`config.mk`:
```
export PLATFORM = sky130hd
export DESIGN_NAME = control_unit
export DESIGN_NICKNAME = d
export VERILOG_FILES = /design/src/verilog/cu_pkg.sv /design/src/verilog/opcode_decoder.sv /design/src/verilog/stack_sequencer.sv /design/src/verilog/interrupt_sequencer.sv /design/src/verilog/control_merge.sv /design/src/verilog/control_unit.sv
export VERILOG_INCLUDE_DIRS = /design/src /design/src/verilog
export SDC_FILE = /design/constraint.sdc
export NUM_CORES = 1
export LEC_CHECK = 0
export ABC_AREA = 1
export BUFFER_PORTS_ARGS = -buffer_cell sky130_fd_sc_hd__buf_4
export CAP_MARGIN = 0
export CORE_MARGIN = 1.5
export CORE_UTILIZATION = 48
export CTS_BUF_LIST = sky130_fd_sc_hd__clkbuf_2
export DETAILED_ROUTE_END_ITERATION = 7
export PLACE_DENSITY = 0.82
export SKIP_LAST_GASP = 1
export SLEW_MARGIN = 20
export SYNTH_ARGS = -nofsm -noshare
export SYNTH_HDL_FRONTEND = slang
export SYNTH_SLANG_ARGS = --single-unit
```
`constraint.sdc`:
```
create_clock -name clk -period 2 [get_ports clk]
set_input_delay 0.4 -clock clk [delete_from_list [all_inputs] [get_ports clk]]
set_output_delay 0.4 -clock clk [all_outputs]
set_load 0.01 [all_outputs]
```
`src/verilog/cu_macros.svh`:
```
`ifndef CU_MACROS_SVH
`define CU_MACROS_SVH

// opcode field width, also used for the alu operation
`define CU_OPCODE_W 5

// pc mux select width
`define CU_PCSEL_W 2

// memory write data mux select width
`define CU_MDSEL_W 2

// empty cycles between the control freeze and the first interrupt push
// the interrupt sequencer accepts any value, zero included
`define CU_INT_DRAIN 2

`endif

```
`src/verilog/cu_pkg.sv`:
```
`default_nettype none

`include "cu_macros.svh"

package cu_pkg;

  typedef enum logic [`CU_OPCODE_W-1:0] {
    OP_NOP  = 5'b00000,
    OP_NOT  = 5'b00011,
    OP_INC  = 5'b00100,
    OP_DEC  = 5'b00101,
    OP_OUT  = 5'b00110,
    OP_PUSH = 5'b00111,
    OP_MOV  = 5'b01000,
    OP_ADD  = 5'b01001,
    OP_AND  = 5'b01010,
    OP_OR   = 5'b01011,
    OP_SUB  = 5'b01100,
    OP_IADD = 5'b01101,
    OP_SHL  = 5'b01110,
    OP_IN   = 5'b01111,
    OP_POP  = 5'b10000,
    OP_LDM  = 5'b10001,
    OP_LDD  = 5'b10010,
    OP_STD  = 5'b10011,
    OP_JZ   = 5'b10100,
    OP_JN   = 5'b10101,
    OP_JC   = 5'b10110,
    OP_JMP  = 5'b10111,
    OP_CALL = 5'b11000,
    OP_RET  = 5'b11001,
    OP_RTI  = 5'b11010
  } opcode_e;

  typedef enum logic [`CU_PCSEL_W-1:0] {
    PC_NEXT   = 2'd0,
    PC_RESET  = 2'd1,
    PC_VECTOR = 2'd2,
    PC_TARGET = 2'd3
  } pc_sel_e;

  typedef enum logic [`CU_MDSEL_W-1:0] {
    MD_DATA = 2'd0,
    MD_PC1  = 2'd1,
    MD_PC2  = 2'd2,
    MD_CCR  = 2'd3
  } mem_data_sel_e;

  typedef enum logic [2:0] {
    S_IDLE,
    S_CALL2,
    S_RET2,
    S_RTI1,
    S_RTI2,
    S_RTI3
  } stack_state_e;

  typedef enum logic [3:0] {
    I_IDLE,
    I_ACK,
    I_HAZARD,
    I_FREEZE_PC,
    I_FREEZE_CU,
    I_DRAIN,
    I_PUSH_PC1,
    I_PUSH_PC2,
    I_PUSH_CCR
  } int_state_e;

  // datapath controls of one instruction
  typedef struct packed {
    logic [`CU_OPCODE_W-1:0] alu_op;
    logic [1:0]              alu_src;
    logic                    reg_wr;
    logic                    mem_rd;
    logic                    mem_wr;
    logic                    mem_to_reg;
    logic                    stack;
    logic                    ldm;
    logic                    port_rd;
    logic                    port_wr;
    logic                    branch;
    logic                    call;
    logic                    ret;
    logic                    rti;
  } decode_t;

  // per cycle outputs of a stack or interrupt sequence
  typedef struct packed {
    logic    mem_rd;
    logic    mem_wr;
    logic    stack;
    logic    pc_to_stack1;
    logic    pc_to_stack2;
    logic    ccr_to_stack;
    logic    pop_pc1;
    logic    pop_pc2;
    logic    pop_ccr;
    logic    freeze_pc;
    logic    freeze_cu;
    logic    flush;
    pc_sel_e pc_sel;
  } seq_t;

endpackage

`default_nettype wire

```
`src/verilog/opcode_decoder.sv`:
```
`timescale 1ns/1ps
`default_nettype none

module opcode_decoder (
  input  wire logic            clk,
  input  wire logic            rst,
  input  wire cu_pkg::opcode_e opcode,
  output cu_pkg::decode_t      dec,
  output logic                 ldm_freeze,
  output logic                 ldm_value
);

  // high in the cycle after an ldm has frozen the front end
  logic ldm_phase;

  always_comb
  begin
    dec        = '0;
    dec.alu_op = opcode;
    case (opcode)
      cu_pkg::OP_NOT, cu_pkg::OP_INC, cu_pkg::OP_DEC,
      cu_pkg::OP_MOV, cu_pkg::OP_ADD, cu_pkg::OP_AND,
      cu_pkg::OP_OR, cu_pkg::OP_SUB:
        dec.reg_wr = 1'b1;
      cu_pkg::OP_IADD, cu_pkg::OP_SHL:
      begin
        dec.reg_wr  = 1'b1;
        // immediate operand on the second alu input
        dec.alu_src = 2'b01;
      end
      cu_pkg::OP_IN:
      begin
        dec.reg_wr  = 1'b1;
        dec.port_rd = 1'b1;
      end
      cu_pkg::OP_OUT:
        dec.port_wr = 1'b1;
      cu_pkg::OP_PUSH:
      begin
        dec.mem_wr = 1'b1;
        dec.stack  = 1'b1;
      end
      cu_pkg::OP_POP:
      begin
        dec.reg_wr     = 1'b1;
        dec.mem_rd     = 1'b1;
        dec.mem_to_reg = 1'b1;
        dec.stack      = 1'b1;
      end
      cu_pkg::OP_LDM:
      begin
        dec.reg_wr  = 1'b1;
        dec.ldm     = 1'b1;
        dec.alu_src = 2'b10;
      end
      cu_pkg::OP_LDD:
      begin
        dec.reg_wr     = 1'b1;
        dec.mem_rd     = 1'b1;
        dec.mem_to_reg = 1'b1;
      end
      cu_pkg::OP_STD:
        dec.mem_wr = 1'b1;
      cu_pkg::OP_JZ, cu_pkg::OP_JN, cu_pkg::OP_JC, cu_pkg::OP_JMP:
        dec.branch = 1'b1;
      cu_pkg::OP_CALL:
        dec.call = 1'b1;
      cu_pkg::OP_RET:
        dec.ret = 1'b1;
      cu_pkg::OP_RTI:
        dec.rti = 1'b1;
      // nop and unused codes leave the word cleared
      default:
        ;
    endcase
  end

  // first ldm cycle freezes while the immediate word is fetched
  assign ldm_freeze = dec.ldm & ~ldm_phase;
  assign ldm_value  = ldm_phase;

  always_ff @(posedge clk or posedge rst)
  begin
    if (rst)
      ldm_phase <= 1'b0;
    else
      ldm_phase <= ldm_freeze;
  end

endmodule

`default_nettype wire

```
`src/verilog/stack_sequencer.sv`:
```
`timescale 1ns/1ps
`default_nettype none

module stack_sequencer (
  input  wire logic            clk,
  input  wire logic            rst,
  input  wire cu_pkg::decode_t dec,
  output cu_pkg::seq_t         stk
);

  cu_pkg::stack_state_e state;
  cu_pkg::stack_state_e state_nxt;

  always_ff @(posedge clk or posedge rst)
  begin
    if (rst)
      state <= cu_pkg::S_IDLE;
    else
      state <= state_nxt;
  end

  always_comb
  begin
    stk       = '0;
    state_nxt = cu_pkg::S_IDLE;
    case (state)
      cu_pkg::S_IDLE:
      begin
        if (dec.call)
        begin
          // low half of the return address goes first, fetch jumps now
          stk.mem_wr       = 1'b1;
          stk.stack        = 1'b1;
          stk.pc_to_stack1 = 1'b1;
          stk.pc_sel       = cu_pkg::PC_TARGET;
          state_nxt        = cu_pkg::S_CALL2;
        end
        else if (dec.ret)
        begin
          stk.mem_rd    = 1'b1;
          stk.stack     = 1'b1;
          stk.pop_pc2   = 1'b1;
          stk.freeze_pc = 1'b1;
          stk.freeze_cu = 1'b1;
          state_nxt     = cu_pkg::S_RET2;
        end
        else if (dec.rti)
        begin
          // rti waits one cycle before the first pop
          state_nxt = cu_pkg::S_RTI1;
        end
      end
      cu_pkg::S_CALL2:
      begin
        stk.mem_wr       = 1'b1;
        stk.stack        = 1'b1;
        stk.pc_to_stack2 = 1'b1;
        stk.flush        = 1'b1;
      end
      cu_pkg::S_RET2:
      begin
        stk.mem_rd  = 1'b1;
        stk.stack   = 1'b1;
        stk.pop_pc1 = 1'b1;
        stk.flush   = 1'b1;
        stk.pc_sel  = cu_pkg::PC_TARGET;
      end
      cu_pkg::S_RTI1:
      begin
        stk.mem_rd    = 1'b1;
        stk.stack     = 1'b1;
        stk.freeze_pc = 1'b1;
        stk.freeze_cu = 1'b1;
        stk.pop_ccr   = 1'b1;
        state_nxt     = cu_pkg::S_RTI2;
      end
      cu_pkg::S_RTI2:
      begin
        stk.mem_rd    = 1'b1;
        stk.stack     = 1'b1;
        stk.freeze_pc = 1'b1;
        stk.freeze_cu = 1'b1;
        stk.pop_pc2   = 1'b1;
        state_nxt     = cu_pkg::S_RTI3;
      end
      cu_pkg::S_RTI3:
      begin
        stk.mem_rd    = 1'b1;
        stk.stack     = 1'b1;
        stk.freeze_pc = 1'b1;
        stk.freeze_cu = 1'b1;
        stk.pop_pc1   = 1'b1;
        stk.pc_sel    = cu_pkg::PC_TARGET;
      end
      default:
        state_nxt = cu_pkg::S_IDLE;
    endcase
  end

  // the decoder must never raise two stack requests at once
  one_stack_request: assert property (@(posedge clk) disable iff (rst)
    $onehot0({dec.call, dec.ret, dec.rti}));

endmodule

`default_nettype wire

```
`src/verilog/interrupt_sequencer.sv`:
```
`timescale 1ns/1ps
`default_nettype none

`include "cu_macros.svh"

module interrupt_sequencer (
  input  wire logic            clk,
  input  wire logic            rst,
  input  wire logic            interrupt,
  input  wire logic            branch_taken,
  input  wire logic            load_use,
  input  wire cu_pkg::decode_t dec,
  output cu_pkg::seq_t         irq,
  output logic                 ack
);

  localparam int DRAIN = `CU_INT_DRAIN;
  localparam int CNT_W = (DRAIN > 1) ? $clog2(DRAIN) : 1;
  // worst case from ack to the flags push, hazard cycle included
  localparam int MAX_LAT = DRAIN + 6;

  cu_pkg::int_state_e state;
  cu_pkg::int_state_e state_nxt;
  logic [CNT_W-1:0]   drain_cnt;
  logic               int_q;
  logic               int_rise;

  assign int_rise = interrupt & ~int_q;

  always_ff @(posedge clk or posedge rst)
  begin
    if (rst)
    begin
      state     <= cu_pkg::I_IDLE;
      int_q     <= 1'b0;
      drain_cnt <= '0;
    end
    else
    begin
      state <= state_nxt;
      int_q <= interrupt;
      if (state == cu_pkg::I_DRAIN)
        drain_cnt <= drain_cnt + 1'b1;
      else
        drain_cnt <= '0;
    end
  end

  always_comb
  begin
    irq       = '0;
    ack       = 1'b0;
    state_nxt = state;
    case (state)
      cu_pkg::I_IDLE:
      begin
        if (int_rise)
        begin
          // a taken branch must still load its target this cycle
          irq.freeze_pc = ~branch_taken;
          state_nxt     = cu_pkg::I_ACK;
        end
      end
      cu_pkg::I_ACK:
      begin
        ack           = 1'b1;
        irq.freeze_pc = ~branch_taken;
        if (dec.ldm || load_use)
          state_nxt = cu_pkg::I_HAZARD;
        else
          state_nxt = cu_pkg::I_FREEZE_PC;
      end
      cu_pkg::I_HAZARD:
      begin
        irq.freeze_pc = 1'b1;
        state_nxt     = cu_pkg::I_FREEZE_PC;
      end
      cu_pkg::I_FREEZE_PC:
      begin
        irq.freeze_pc = 1'b1;
        state_nxt     = cu_pkg::I_FREEZE_CU;
      end
      cu_pkg::I_FREEZE_CU:
      begin
        irq.freeze_pc = 1'b1;
        irq.freeze_cu = 1'b1;
        state_nxt     = (DRAIN == 0) ? cu_pkg::I_PUSH_PC1 : cu_pkg::I_DRAIN;
      end
      cu_pkg::I_DRAIN:
      begin
        irq.freeze_pc = 1'b1;
        if (drain_cnt == CNT_W'(DRAIN - 1))
          state_nxt = cu_pkg::I_PUSH_PC1;
      end
      cu_pkg::I_PUSH_PC1:
      begin
        irq.freeze_pc    = 1'b1;
        irq.mem_wr       = 1'b1;
        irq.stack        = 1'b1;
        irq.pc_to_stack1 = 1'b1;
        state_nxt        = cu_pkg::I_PUSH_PC2;
      end
      cu_pkg::I_PUSH_PC2:
      begin
        irq.freeze_pc    = 1'b1;
        irq.mem_wr       = 1'b1;
        irq.stack        = 1'b1;
        irq.pc_to_stack2 = 1'b1;
        state_nxt        = cu_pkg::I_PUSH_CCR;
      end
      cu_pkg::I_PUSH_CCR:
      begin
        // fetch is released and steered to the handler
        irq.mem_wr       = 1'b1;
        irq.stack        = 1'b1;
        irq.ccr_to_stack = 1'b1;
        irq.pc_sel       = cu_pkg::PC_VECTOR;
        state_nxt        = cu_pkg::I_IDLE;
      end
      default:
        state_nxt = cu_pkg::I_IDLE;
    endcase
  end

  ack_then_ccr_push: assert property (@(posedge clk) disable iff (rst)
    ack |-> ##[1:MAX_LAT] irq.ccr_to_stack);

endmodule

`default_nettype wire

```
`src/verilog/control_merge.sv`:
```
`timescale 1ns/1ps
`default_nettype none

module control_merge (
  input  wire logic            rst,
  input  wire cu_pkg::decode_t dec,
  input  wire cu_pkg::seq_t    stk,
  input  wire cu_pkg::seq_t    irq,
  input  wire logic            ldm_freeze,
  input  wire logic            load_use,
  input  wire logic            branch_taken,
  output cu_pkg::decode_t      ctrl,
  output cu_pkg::seq_t         stack_ctl,
  output logic                 freeze_cu,
  output logic                 fetch_pc_enable,
  output logic                 flush,
  output cu_pkg::pc_sel_e      pc_sel,
  output cu_pkg::mem_data_sel_e mem_data_sel
);

  always_comb
  begin
    ctrl            = '0;
    stack_ctl       = '0;
    freeze_cu       = 1'b0;
    flush           = 1'b0;
    fetch_pc_enable = 1'b1;
    pc_sel          = cu_pkg::PC_RESET;
    mem_data_sel    = cu_pkg::MD_DATA;
    if (!rst)
    begin
      // sequencer memory accesses share the instruction's memory port
      ctrl        = dec;
      ctrl.mem_rd = dec.mem_rd | stk.mem_rd | irq.mem_rd;
      ctrl.mem_wr = dec.mem_wr | stk.mem_wr | irq.mem_wr;
      ctrl.stack  = dec.stack | stk.stack | irq.stack;

      stack_ctl        = cu_pkg::seq_t'(stk | irq);
      stack_ctl.pc_sel = (irq.pc_sel != cu_pkg::PC_NEXT) ? irq.pc_sel : stk.pc_sel;

      freeze_cu       = load_use | ldm_freeze | stk.freeze_cu | irq.freeze_cu;
      flush           = branch_taken | stk.flush | irq.flush;
      fetch_pc_enable = ~(stk.freeze_pc | irq.freeze_pc);

      if (stack_ctl.pc_sel != cu_pkg::PC_NEXT)
        pc_sel = stack_ctl.pc_sel;
      else if (branch_taken)
        pc_sel = cu_pkg::PC_TARGET;
      else
        pc_sel = cu_pkg::PC_NEXT;

      if (stack_ctl.pc_to_stack1)
        mem_data_sel = cu_pkg::MD_PC1;
      else if (stack_ctl.pc_to_stack2)
        mem_data_sel = cu_pkg::MD_PC2;
      else if (stack_ctl.ccr_to_stack)
        mem_data_sel = cu_pkg::MD_CCR;
    end
  end

  // both sequencers on the stack port at once would corrupt a push or pop
  no_port_clash: assert final (rst ||
    !((stk.mem_wr || stk.mem_rd) && (irq.mem_wr || irq.mem_rd)))
    else $error("stack and interrupt sequencers drive memory together");

endmodule

`default_nettype wire

```
`src/verilog/control_unit.sv`:
```
`timescale 1ns/1ps
`default_nettype none

module control_unit (
  input  wire logic            clk,
  input  wire logic            rst,
  input  wire cu_pkg::opcode_e opcode,
  input  wire logic            interrupt,
  input  wire logic            load_use,
  input  wire logic            branch_taken,
  output cu_pkg::decode_t      ctrl,
  output cu_pkg::seq_t         stack_ctl,
  output logic                 ldm_value,
  output logic                 ack,
  output logic                 freeze_cu,
  output logic                 fetch_pc_enable,
  output logic                 flush,
  output cu_pkg::pc_sel_e      pc_sel,
  output cu_pkg::mem_data_sel_e mem_data_sel
);

  cu_pkg::decode_t dec;
  cu_pkg::seq_t    stk;
  cu_pkg::seq_t    irq;
  logic            ldm_freeze;

  opcode_decoder decode_i (
    .clk        (clk),
    .rst        (rst),
    .opcode     (opcode),
    .dec        (dec),
    .ldm_freeze (ldm_freeze),
    .ldm_value  (ldm_value)
  );

  stack_sequencer stack_seq_i (
    .clk (clk),
    .rst (rst),
    .dec (dec),
    .stk (stk)
  );

  interrupt_sequencer int_seq_i (
    .clk          (clk),
    .rst          (rst),
    .interrupt    (interrupt),
    .branch_taken (branch_taken),
    .load_use     (load_use),
    .dec          (dec),
    .irq          (irq),
    .ack          (ack)
  );

  control_merge merge_i (
    .rst             (rst),
    .dec             (dec),
    .stk             (stk),
    .irq             (irq),
    .ldm_freeze      (ldm_freeze),
    .load_use        (load_use),
    .branch_taken    (branch_taken),
    .ctrl            (ctrl),
    .stack_ctl       (stack_ctl),
    .freeze_cu       (freeze_cu),
    .fetch_pc_enable (fetch_pc_enable),
    .flush           (flush),
    .pc_sel          (pc_sel),
    .mem_data_sel    (mem_data_sel)
  );

endmodule

`default_nettype wire

```
==> results of run 1 <==
==> worst paths after layout <==
| check | slack (ns) | cells past startpoint | endpoint |
|---|---|---|---|
| worst max-delay path | -0.01 | 9 | stack_ctl[4] |
| worst min-delay path | 0.24 | 1 | int_seq_i.int_q |
| worst max register to register | 0.58 | 8 | int_seq_i.state[0] |
| worst min register to register | 0.46 | 1 | decode_i.ldm_value |
| max in group asynchronous | 1.44 | 3 | int_seq_i.state[0] |
| min in group asynchronous | 0.37 | 3 | int_seq_i.state[3] |
==> routing by layer <==
| metal | vias to the layer above | track usage, % |
|---|---|---|
| met5 | - | 0 |
| met4 | 0 | 7.658 |
| met3 | 8 | 4.464 |
| met2 | 46 | 45.39 |
| met1 | 616 | 32.41 |
| li1 | 701 | - |
==> state kept, by name, indices dropped and copies added, names as in the netlist <==
signal	cells
decode_i.ldm_value	1
int_seq_i.drain_cnt	1
int_seq_i.int_q	1
int_seq_i.state	4
stack_seq_i.state	3
==> layout make-up <==
type                       instances  area [um^2]  area share, %
multi-input combinational        131        744.5          43.78
sequential                        10        255.2          15.01
timing repair buffer              65        499.2          29.36
clock inverter                     1        3.754         0.2208
tap                               28        35.03          2.060
inverter                          38        147.6          8.683
clock buffer                       3        15.01         0.8830
==> cell families after synthesis <==
| logic type | synth area share [%] |
|---|---|
| buffers and inverters | 15.73 |
| flip-flops | 22.96 |
| AND/OR/NAND/NOR | 43.28 |
| AO/OA/AOI/OAI | 14.58 |
| adder cells (fa/ha/maj) | 3.445 |
==> synth_stat cells, types with 2 or more instances <==
library cell and count:
a21oi_1 7, nor2_2 4, o31ai_1 3, inv_1 35
nand2_1 39, ha_1 3, dfrtp_1 10, nor2_1 34
nand3_1 10, nand2_2 4, nor3_1 6, inv_2 2
o21ai_0 6, nor2_4 2, clkbuf_1 2
==> through the flow <==
stage | hold WS, ns | util [%] | power [mW] | instance area, um^2 | instances
global placement | 0.4446 | 69.55 | 0.9745 | 1509 | 262
CTS | 0.2479 | 72.95 | 1.179 | 1583 | 269
finish | 0.2450 | 78.37 | 1.315 | 1700 | 276
global route | 0.2319 | 78.37 | 1.422 | 1700 | 276
floorplan | 0.3919 | - | 0.7441 | 1090 | 183
detailed placement | 0.4478 | 69.55 | 0.9911 | 1509 | 262
==> power by group <==
part | leakage [nW] | switching [mW] | internal [mW]
sequential | 0.125 | 0.0630 | 0.256
combinational | 0.814 | 0.482 | 0.393
clock | 0.0140 | 0.0775 | 0.0434
==> timing repair <==
action | 4_1_cts | 5_1_grt
resized for setup | 11 | 27
endpoints found under the setup margin | 10 | 18
pin swaps | 3 | 10
setup buffers | 3 | 7
==> metrics list, run 1 <==
- The flow ran to the end, but the final reports show violations.
- Violations in the final reports: setup timing
- Worst skew pair latency: approximately 0.27 ns
- Wire length per cell after detailed routing: between 10 and 15 um
- Using the TritonRoute via totals, the vias-per-cell ratio works out to 4.967.
- TritonCTS built the clock tree.
- Worst R2R Start: int_seq_i.state[3]
* Largest stage delay, worst path: ~0.43 ns
* CTS H-tree lvls: 1
* Met3 routed wirelength: roughly 170 um
- Summing every instance area after synthesis gives ~1100 um^2.
* FILL cells: around 180
- Once the floorplan was initialized, standard cells occupied between 50% and 60% of the core.
* Syn Inst Count: 183
* Net count reported at finish: 262
- Master cell of the clock root buffer: clkbuf_2
- Yosys printed 0 warnings.
* Count of routing violations after the opening detailed-route iteration: slightly above 40
* Drt first pass iters: 4
- Endpoint class of the critical path: output port
* Biggest area contributors in the synthesized netlist: dfrtp_1 23%, nand2_1 13%, inv_1 12%, nor2_1 12%, nand3_1 4.6%
- The core region is about 2200 um^2.
* Total buffers and inverters traversed by the critical path: 4
- Hold Path Class: input pin to flop
- After legalization and detailed placement, the total HPWL measured 2435 um.
* Detailed-routing wirelength on met1: ~1400 um
* Most common cell after layout, fill and taps aside: buf_4
- The smallest clock period supported by the final layout is computed as roughly 2 ns.
* Synth Net Count: ~200
* Maximum fanout encountered on the critical timing path: 3
- Origin of the worst setup path: stack_seq_i.state[2]
* Top library cells by usage in the layout, fill and taps aside: 62 x buf_4, 31 x nand2_1, 31 x nor2_1
- The die is 50.65 um tall.
- Hold Buf Count CTS: 0
* Remaining antenna violation count: 0
* Primary flip-flop cell chosen by synthesis mapping: dfrtp_1
* Arrival time reported for the critical path endpoint: 1.61 ns
- The final count of hold timing violations came to 0.
- The die covers around 2600 um^2.
- Clk slew on worst S/H paths: ~0.10 ns
- Synth top area share: a little under a quarter
- In this run the mean area of a mapped cell was a little under 6 um^2.
* Final routed DRC violation total: 0
* Clock buffer count from CTS: 3
- STA classifies the critical path startpoint as a flop.
- The floorplan has 17 rows.
* Top Ports: 52
- Routed wire length: roughly 3200 um
* Number of max-cap violations: 0
- Cells with a size suffix above 1 make up between 40% and 50% of the layout.
- Via count of the first global-routing pass: ~1200
- In this run, synthesis inferred 0 flip-flops with an integrated enable.
* Largest net degree at the start of global routing: 23
- After global routing the overflow that remains totals 0.
- The number of antenna violations at the first check in global routing came to 0.
- The kind of cell with the highest combined delay along the critical path is flip-flops.
- Pleak: 0.9536 nW
- The critical path in this run is classified as flop to output port.
- 0 antenna diodes ended up in the layout.
- IR analysis of the VDD net gives a maximum drop of about 0.00073 V.
- Based on the critical path, the design can be clocked at up to roughly 500 MHz.
* Maximum clock path buffer count: 2
- Area growth from synthesis to final layout: 56.03%
* Seq/Total Area, Yosys: approximately 23%
- Port bufs: 51
- The first global-routing pass estimated 5181 um of wire.
- X dimension of the die: 50.65 um
* Met2 WL post-DR: roughly 1500 um
- Worst-case headroom to the max-slew limit: approximately 82%
* Min setup slack post-route: -0.009846 ns
- Unique masters post-synth: 31
* Transition time of the tightest slew-check pin: roughly 0.27 ns
* Ratio of final minimum period to clock period: 100.5%
* Worst Skew: 0.005739 ns
* PwrDens: just under 800 nW/um^2
- Setup violations remaining at the end of the flow were counted as 2.
- The max-slew violation count is 0.
* Seq cells post-synth: 10
- Data required time of the critical path: roughly 1.6 ns
- For this run, the total global-route usage over all layers was measured as about a quarter.
- Final-layout setup total negative slack: -0.01290 ns
- Hold path start: interrupt
- Total via count after detailed routing: 1371
* Slowest cell on crit path: dfrtp_1
- Area leader, netlist: dfrtp_1
- Number of sinks on the clock net: 10
* Highest routing layer actually used: met4
- Setup repair after global routing could not meet its margin everywhere.
- Share of async-settable or async-resettable flops after synthesis: 100.0%
- Placement Setup Slack: ~0.16 ns
- Final weighted congestion in routability-driven placement: 0.8902
* Critical path cell sequence: buf_4, ha_1, inv_1, nand2_1, nor2_1, nand2_1, nand2_2, inv_1, buf_4
(Power assumes the default switching activity.)
==> run 2: changes to the inputs <==
--- a/config.mk
+++ b/config.mk
@@ -6,7 +6,7 @@
 export SDC_FILE = /design/constraint.sdc
 export NUM_CORES = 1
 export LEC_CHECK = 0
-export ABC_AREA = 1
+export ABC_AREA = 0
 export BUFFER_PORTS_ARGS = -buffer_cell sky130_fd_sc_hd__buf_4
 export CAP_MARGIN = 0
 export CORE_MARGIN = 1.5
==> metrics list, run 2 <==
* Status: complete, but fails checks
- Violations in the final reports: setup timing
- Slowest cell on crit path: dfrtp_1
* Post-Layout Cell Count: 256 (-7.2%)
- The number of flip-flops in the largest register was 4 (unchanged).
* Total buffers and inverters traversed by the critical path: 3 (-1)
* Seq cells post-synth: 10 (unchanged)
* Clock buffer count from CTS: 3 (unchanged)
* Post-synthesis instance area: 1095 um^2 (+0.46%)
- Endpoint class of the critical path: output port
* Total gr overflow: 0 (unchanged)
- The die extent in y came to 50.76 um (+0.22%).
- The largest registers in the layout are int_seq_i.state x4, stack_seq_i.state x3.
- The critical path required time is 1.60 ns (about the same).
* Biggest register: int_seq_i.state
* Worst path top cell family by delay: simple AND/OR/NAND/NOR gates
- Critical path class: flop to output port
* Synth Net Count: 163 (-17%)
- The slew of the pin with the lowest slew margin is 0.5017 ns (+0.2347 ns).
- Effective utilization at floorplan: 49.97% (-0.26 points)
- The global routing usage summed across all routing layers was 31.09% (+5.1 points).
- Syn Inst Count: 150 (-18%)
- Worst skew pair latency: 0.27 ns (about the same)
- Top Ports: 52 (unchanged)
* Area growth from synthesis to final layout: 76.46%
- The final setup violation count was 19 (+17).
- Worst Skew: 0.01053 ns (+0.004792 ns)
- Most common library cells after synthesis: 22 x nor2_1, 13 x a21oi_1, 10 x dfrtp_1, 10 x inv_1, 10 x nor3_1
* YS warnings: 0 (unchanged)
- Maximum clock path buffer count: 2 (unchanged)
- The static leakage is 0.9323 nW (-2.2%).
* Number of max-cap violations: 0 (unchanged)
- Final hold slack: 0.2386 ns (-0.006358 ns)
- The number of nets still failing antenna checks after routing came to 0 (unchanged).
- Placed Instance Area: 1637 um^2 (+8.5%)
- The antenna cell count came to 0 (unchanged).
- Overall power consumption: 1.439 mW (+9.5%)
- The row count was 17 (unchanged).
* DR vias/cell: 5.789 (+17%)
- The number of clock sinks seen by CTS was 10 (unchanged).
* Maximum fanout encountered on the critical timing path: 5 (+2)
- Largest net degree at the start of global routing: 20 (-13%)
- Critical Path Most Common Cell: buf_6
- Largest stage delay, worst path: 0.44 ns (about the same)
- The count of fill cells added during filler insertion was 99 (-43%).
* Post-synth EDFFs: 0 (unchanged)
- Critical path cell sequence: or2_1, nor4_2, buf_4, buf_6, a21oi_2, a21o_1, buf_6
- The mean cell area of the mapped netlist is 7.299 um^2 (+23%).
- Among all flip-flop cells after synthesis, the most frequent one is dfrtp_1.
- Area leader, netlist: dfrtp_1
- Hold Buf Count CTS: 0 (unchanged)
- Most common cell in the netlist: nor2_1
- The time the worst path needs with I/O delays and setup came to 2.290 ns (+0.2799 ns).
- The register area share after synthesis came to 22.86% (-0.10 points).
- The routed wire length per instance came to 17.83 um (+55%).
* Maximum operating frequency: 436.7 MHz (-12%)
- The quantity of I/O buffers inserted on ports came to 51 (unchanged).
- The count of cell types in the netlist was 45 (+45%).
- Top library cells by usage in the layout, fill and taps aside: 83 x buf_4, 18 x nor2_1, 9 x inv_1, 9 x nor3_1
* Routed wire length: 4564 um (+44%)
- Clk slew on worst S/H paths: 0.12 ns (+0.02 ns)
* Net count reported at finish: 242 (-7.6%)
- Arrival time reported for the critical path endpoint: 1.89 ns (+0.28 ns)
* CTS H-tree lvls: 1 (unchanged)
- The max-slew violation count is 0 (unchanged).
- RSZ-0062 raised after global routing: yes
- CTS placed an instance of clkbuf_2 at the clock tree root.
* Min setup slack post-route: -0.2898 ns (-0.2799 ns)
- The worst hold path belongs to the class input pin to flop.
- The width of the chip came to 50.76 um (+0.22%).
* Most common cell after layout, fill and taps aside: buf_4
- Wire length of the first global-routing pass: 6141 um (+19%)
- TritonCTS built the clock tree.
- The via count of the first global-routing pass came to 1375 (+13%).
* Post-Layout Inst Area: 1932 um^2 (+14%)
- Final routed DRC violation total: 0 (unchanged)
- Count of routing violations after the opening detailed-route iteration: 51 (+24%)
- The final critical-path share of the clock period came to 114.5% (+14 points).
- The worst max-slew margin expressed relative to the limit is 66.25% (-16 points).
- The overall die area is 2577 um^2 (+0.44%).
- PwrDens: 745.1 nW/um^2 (-3.6%)
- Synth top area share: 22.86% (-0.10 points)
- Total via count after detailed routing: 1482 (+8.1%)
- STA classifies the critical path startpoint as a flop.
* Final Hold Vio Count: 0 (unchanged)
- Post-placement cell count: 241 (-8.0%)
- Proportion of layout cells with a drive suffix above 1: 57.89% (+13 points)
- Drt first pass iters: 4 (unchanged)
- Antenna violations before repair: 0 (unchanged)
* Max IR drop VDD: 0.0006140 V (-16%)
- The global placement routability congestion is 0.8933 (+0.35%).
- The HPWL after detailed placement came to 2811 um (+15%).
- Post-layout util: 88.18% (+9.8 points)
* Share of async-settable or async-resettable flops after synthesis: 100.0% (unchanged)
- Standard cell core area: 2191 um^2 (+0.98%)
* Biggest area contributors in the synthesized netlist: dfrtp_1 23%, nor2_1 7.5%, a21oi_1 5.9%, nand2b_1 5.1%, nor3_1 4.6%
-- run 2: per-stage QoR --
stage               TNS [ns]  setup slack, ns
global placement    -0.07560         -0.03076
global route          -4.359          -0.3664
CTS                   -1.853          -0.1915
floorplan                  0          0.07152
finish                -3.315          -0.2898
detailed placement   -0.3193         -0.09728
-- run 2: area by class of cell --
class	count	area [um^2]	area share, %
Multi-Input combinational cell	116	905.9	46.89
Timing Repair Buffer	88	679.4	35.17
Sequential cell	10	255.2	13.21
Inverter	10	37.54	1.943
Tap cell	28	35.03	1.813
Clock buffer	3	15.01	0.7772
Clock inverter	1	3.754	0.1943
-- run 2: cell families (layout without fill, tap and decap cells) --
group,Yosys count,count (layout),synth area share (%)
simple gates,76,76,40.00
fa+ha+maj,3,3,3.429
buf+inv,24,102,9.943
xor+xnor,5,5,4.000
flops,10,10,22.86
mux,1,1,1.028
compound gates,31,31,18.74
-- run 2: per-layer routing --
layer	track usage, %	up-vias	part of all wire (%)	wire length [um]
met5	0	-	0	0
met4	15.32	0	5.5	253
met3	2.381	24	5.1	232
met2	59.65	84	51	2349
met1	33.70	697	38	1728
li1	-	677	-	-
-- run 2: report_power, final --
part           leakage, nW  internal, mW  switching, mW  total, mW
clock               0.0140        0.0434         0.0783      0.122
sequential           0.125         0.261          0.101      0.361
combinational        0.793         0.484          0.473      0.956
total                0.932         0.788          0.652       1.44
-- run 2: final timing paths --
| check | cells after the start | end | startpoint | slack, ns |
|---|---|---|---|---|
| hold / removal | 1 | int_seq_i.int_q | interrupt | 0.24 |
| hold reg to reg | 1 | int_seq_i.drain_cnt | int_seq_i.drain_cnt | 0.46 |
| setup / recovery | 7 | fetch_pc_enable | stack_seq_i.state[0] | -0.29 |
| max in group asynchronous | 3 | stack_seq_i.state[2] | rst | 1.50 |
| setup reg to reg | 3 | int_seq_i.state[0] | int_seq_i.state[1] | 0.61 |
| min in group asynchronous | 3 | int_seq_i.state[2] | rst | 0.30 |
-- run 2: timing repair --
| item | in CTS | in global routing |
|---|---|---|
| buffers inserted | 8 | 4 |
| endpoints found under the setup margin | 18 | 23 |
| resized for setup | 20 | 25 |
| pin swaps | 8 | 7 |
==> run 3: changes to the inputs <==
--- a/config.mk
+++ b/config.mk
@@ -9,11 +9,13 @@
 export ABC_AREA = 0
 export BUFFER_PORTS_ARGS = -buffer_cell sky130_fd_sc_hd__buf_4
 export CAP_MARGIN = 0
+export CELL_PAD_IN_SITES_DETAIL_PLACEMENT = 1
+export CELL_PAD_IN_SITES_GLOBAL_PLACEMENT = 1
 export CORE_MARGIN = 1.5
-export CORE_UTILIZATION = 48
+export CORE_UTILIZATION = 33
 export CTS_BUF_LIST = sky130_fd_sc_hd__clkbuf_2
 export DETAILED_ROUTE_END_ITERATION = 7
-export PLACE_DENSITY = 0.82
+export PLACE_DENSITY_LB_ADDON = 0.1
 export SKIP_LAST_GASP = 1
 export SLEW_MARGIN = 20
 export SYNTH_ARGS = -nofsm -noshare
==> metrics list, run 3 (synthesized netlist as in run 2, its figures left out) <==
- The post-route worst setup slack was -0.2828 ns (+0.006970 ns).
- Final Hold Vio Count: 0 (unchanged)
- The worst setup path is captured at an output port.
* DP HPWL: 3492 um (+24%)
- Transition time of the tightest slew-check pin: 0.6555 ns (+0.1538 ns)
- The antenna cell count came to 0 (unchanged).
- Ranked by flip-flop count, first place goes to int_seq_i.state.
- Gate power share: 66.4% (about the same)
- The total area of multi-input combinational cells is 933.4 um^2 (+3.0%).
* Number of max-cap violations: 0 (unchanged)
* Worst skew pair latency: 0.26 ns (about the same)
* Arrival time reported for the critical path endpoint: 1.88 ns (about the same)
- The via count normalized by instance count is 5.484 (-5.3%).
- The power share of the clock group is 8.7% (+0.2 points).
- Number of sinks on the clock net: 10 (unchanged)
* FILL cells: 387 (+290%)
- The clock transition at the register clock pins on the worst setup and hold paths after CTS is 0.13 ns (about the same).
- The critical path required time was 1.60 ns (about the same).
* Max reg flops: 4 (unchanged)
- The cell family contributing the most delay on the critical path is simple AND/OR/NAND/NOR gates.
- The worst hold path begins at interrupt.
- In this run the worst setup path begins at stack_seq_i.state[1].
* Area of the die: 3672 um^2 (+43%)
- Most common cell after layout, fill and taps aside: buf_4
- Ratio of final minimum period to clock period: 114.1% (-0.35 points)
- RSZ-0062 raised after global routing: yes
* Proportion of layout cells with a drive suffix above 1: 61.37% (+3.5 points)
- PwrDens: 734.0 nW/um^2 (-1.5%)
- The worst setup path is launched from a flop.
- The largest registers in the layout are int_seq_i.state x4, stack_seq_i.state x3.
- Maximum clock path buffer count: 2 (unchanged)
- CTS H-tree lvls: 1 (unchanged)
- Critical path cell sequence: or2_1, nor4_2, buf_4, buf_6, a21oi_4, a21o_1, buf_6
- The static leakage is 0.9655 nW (+3.6%).
- CTS tree: yes
- Remaining antenna violation count: 0 (unchanged)
- The starting density of the core was 35.28% (-15 points).
- Die Y-Extent: 60.60 um (+19%)
- Via count of the first global-routing pass: 1444 (+5.0%)
* Largest stage delay, worst path: 0.47 ns (+0.03 ns)
- Internal: 0.7901 mW (+0.30%)
- The total area of sequential cells came to 256.5 um^2 (+0.49%).
* Port bufs: 51 (unchanged)
- The flow ran to the end, but the final reports show violations.
- The width of the chip was 60.60 um (+19%).
* Wire length of the first global-routing pass: 7155 um (+17%)
* Violations in the final reports: setup timing
- The worst register-to-register path begins at int_seq_i.state[1].
- Final hold slack: 0.2516 ns (+0.01292 ns)
- The row count came to 20 (+3).
- The worst supply voltage drop on vdd was 0.0002704 V (-56%).
- Final routed DRC violation total: 0 (unchanged)
- Maximum operating frequency: 438.1 MHz (+0.31%)
- The power after layout is 1.487 mW (+3.3%).
- The number of optimization iterations in the first detailed-route pass came to 4 (unchanged).
- Area growth from synthesis to final layout: 85.03%
- Total buffers and inverters traversed by the critical path: 3 (unchanged)
* Clock buffer count from CTS: 3 (unchanged)
- Hold Buf Count CTS: 0 (unchanged)
- The final cell utilization of the core was 65.28% (-23 points).
- Seq pwr share: 24.9% (-0.2 points)
* Post-placement cell count: 260 (+7.9%)
- Switching Power: 0.6967 mW (+6.9%)
- The global routing usage summed across all routing layers is 26.14% (-5.0 points).
* Hold Path Class: input pin to flop
* Slowest cell on crit path: dfrtp_2
* Final Setup Violations: 20 (+1)
- Post-Layout Cell Count: 277 (+8.2%)
- The violation count after the first detailed-routing iteration was 95 (+86%).
* Master cell of the clock root buffer: clkbuf_2
- Time the worst path needs with I/O delays and setup: 2.283 ns (-0.006970 ns)
- Worst-case headroom to the max-slew limit: 55.90% (-10 points)
* Total gr overflow: 0 (unchanged)
- Critical Path Most Common Cell: buf_6
- Leaving out fill and tap cells, the most frequent cells in the layout are 86 x buf_4, 17 x nor2_1, 11 x a21oi_2.
- Total via count after detailed routing: 1519 (+2.5%)
- Maximum fanout encountered on the critical timing path: 5 (unchanged)
* Standard cell core area: 3103 um^2 (+42%)
- Worst Skew: 0.003943 ns (-0.006588 ns)
- The wire length reported by the detailed router is 5561 um (+22%).
- Switching share of power: 46.86% (+1.6 points)
* Final weighted congestion in routability-driven placement: 0.8373 (-6.3%)
- The routed wire length per instance came to 20.08 um (+13%).
- The critical path is of the flop to output port type.
- Top Ports: 52 (unchanged)
- The largest net degree at the start of global routing is 19 (-5.0%).
- The number of antenna violations at the first check in global routing came to 0 (unchanged).
- Net count reported at finish: 247 (+2.1%)
* Max-slew violation count: 0 (unchanged)
[run 3: cell types whose count changed in the layout (fill, tap and decap cells not counted), sizes merged]
| cell | change |
|---|---|
| buf | +5 |
[run 3: final cells by class]
type,count,area share [%]
multi-input cells,116,46.08
inverters,10,1.853
clock buffers,3,0.7412
clock inverters,1,0.1853
well taps,44,2.718
repair buffers,93,35.76
flip-flops and latches,10,12.66
[run 3: through the flow]
step	instance area (um^2)	setup WS, ns	setup TNS [ns]
finish	2026	-0.2828	-3.512
CTS	1804	-0.2423	-3.316
global placement	1679	-0.07632	-0.2874
detailed placement	1679	-0.1613	-0.5938
floorplan	1095	0.07152	0
global route	2026	-0.3333	-4.623
[run 3: power by group through the flow]
| stage | logic, mW | clock network [mW] | registers, mW |
|---|---|---|---|
| floorplan | 0.466 | 0 | 0.282 |
| global placement | 0.696 | 0 | 0.337 |
| detailed placement | 0.721 | 0 | 0.346 |
| CTS | 0.782 | 0.129 | 0.351 |
| global route | 1.05 | 0.142 | 0.373 |
| finish | 0.988 | 0.129 | 0.370 |
[run 3: metal layers]
layer | part of all wire [%] | up-vias | track usage (%)
li1 | - | 685 | -
met1 | 40 | 747 | 31.31
met2 | 51 | 73 | 47.62
met3 | 6.1 | 14 | 3.198
met4 | 2.7 | 0 | 9.317
met5 | 0 | - | 0
[run 3: worst paths after layout]
kind,end,slack (ns),cells after the start
worst max register to register,int_seq_i.state[0],0.46,3
min in group asynchronous,stack_seq_i.state[0],0.33,3
worst min register to register,int_seq_i.drain_cnt,0.48,1
max in group asynchronous,int_seq_i.state[0],1.47,3
worst max-delay path,fetch_pc_enable,-0.28,7
worst min-delay path,int_seq_i.int_q,0.25,1
[run 3: what timing repair did]
item | 4_1_cts | 5_1_grt
endpoints found under the setup margin | 18 | 23
buffers inserted | 5 | 11
pin swaps | 9 | 16
gates resized for setup | 20 | 40
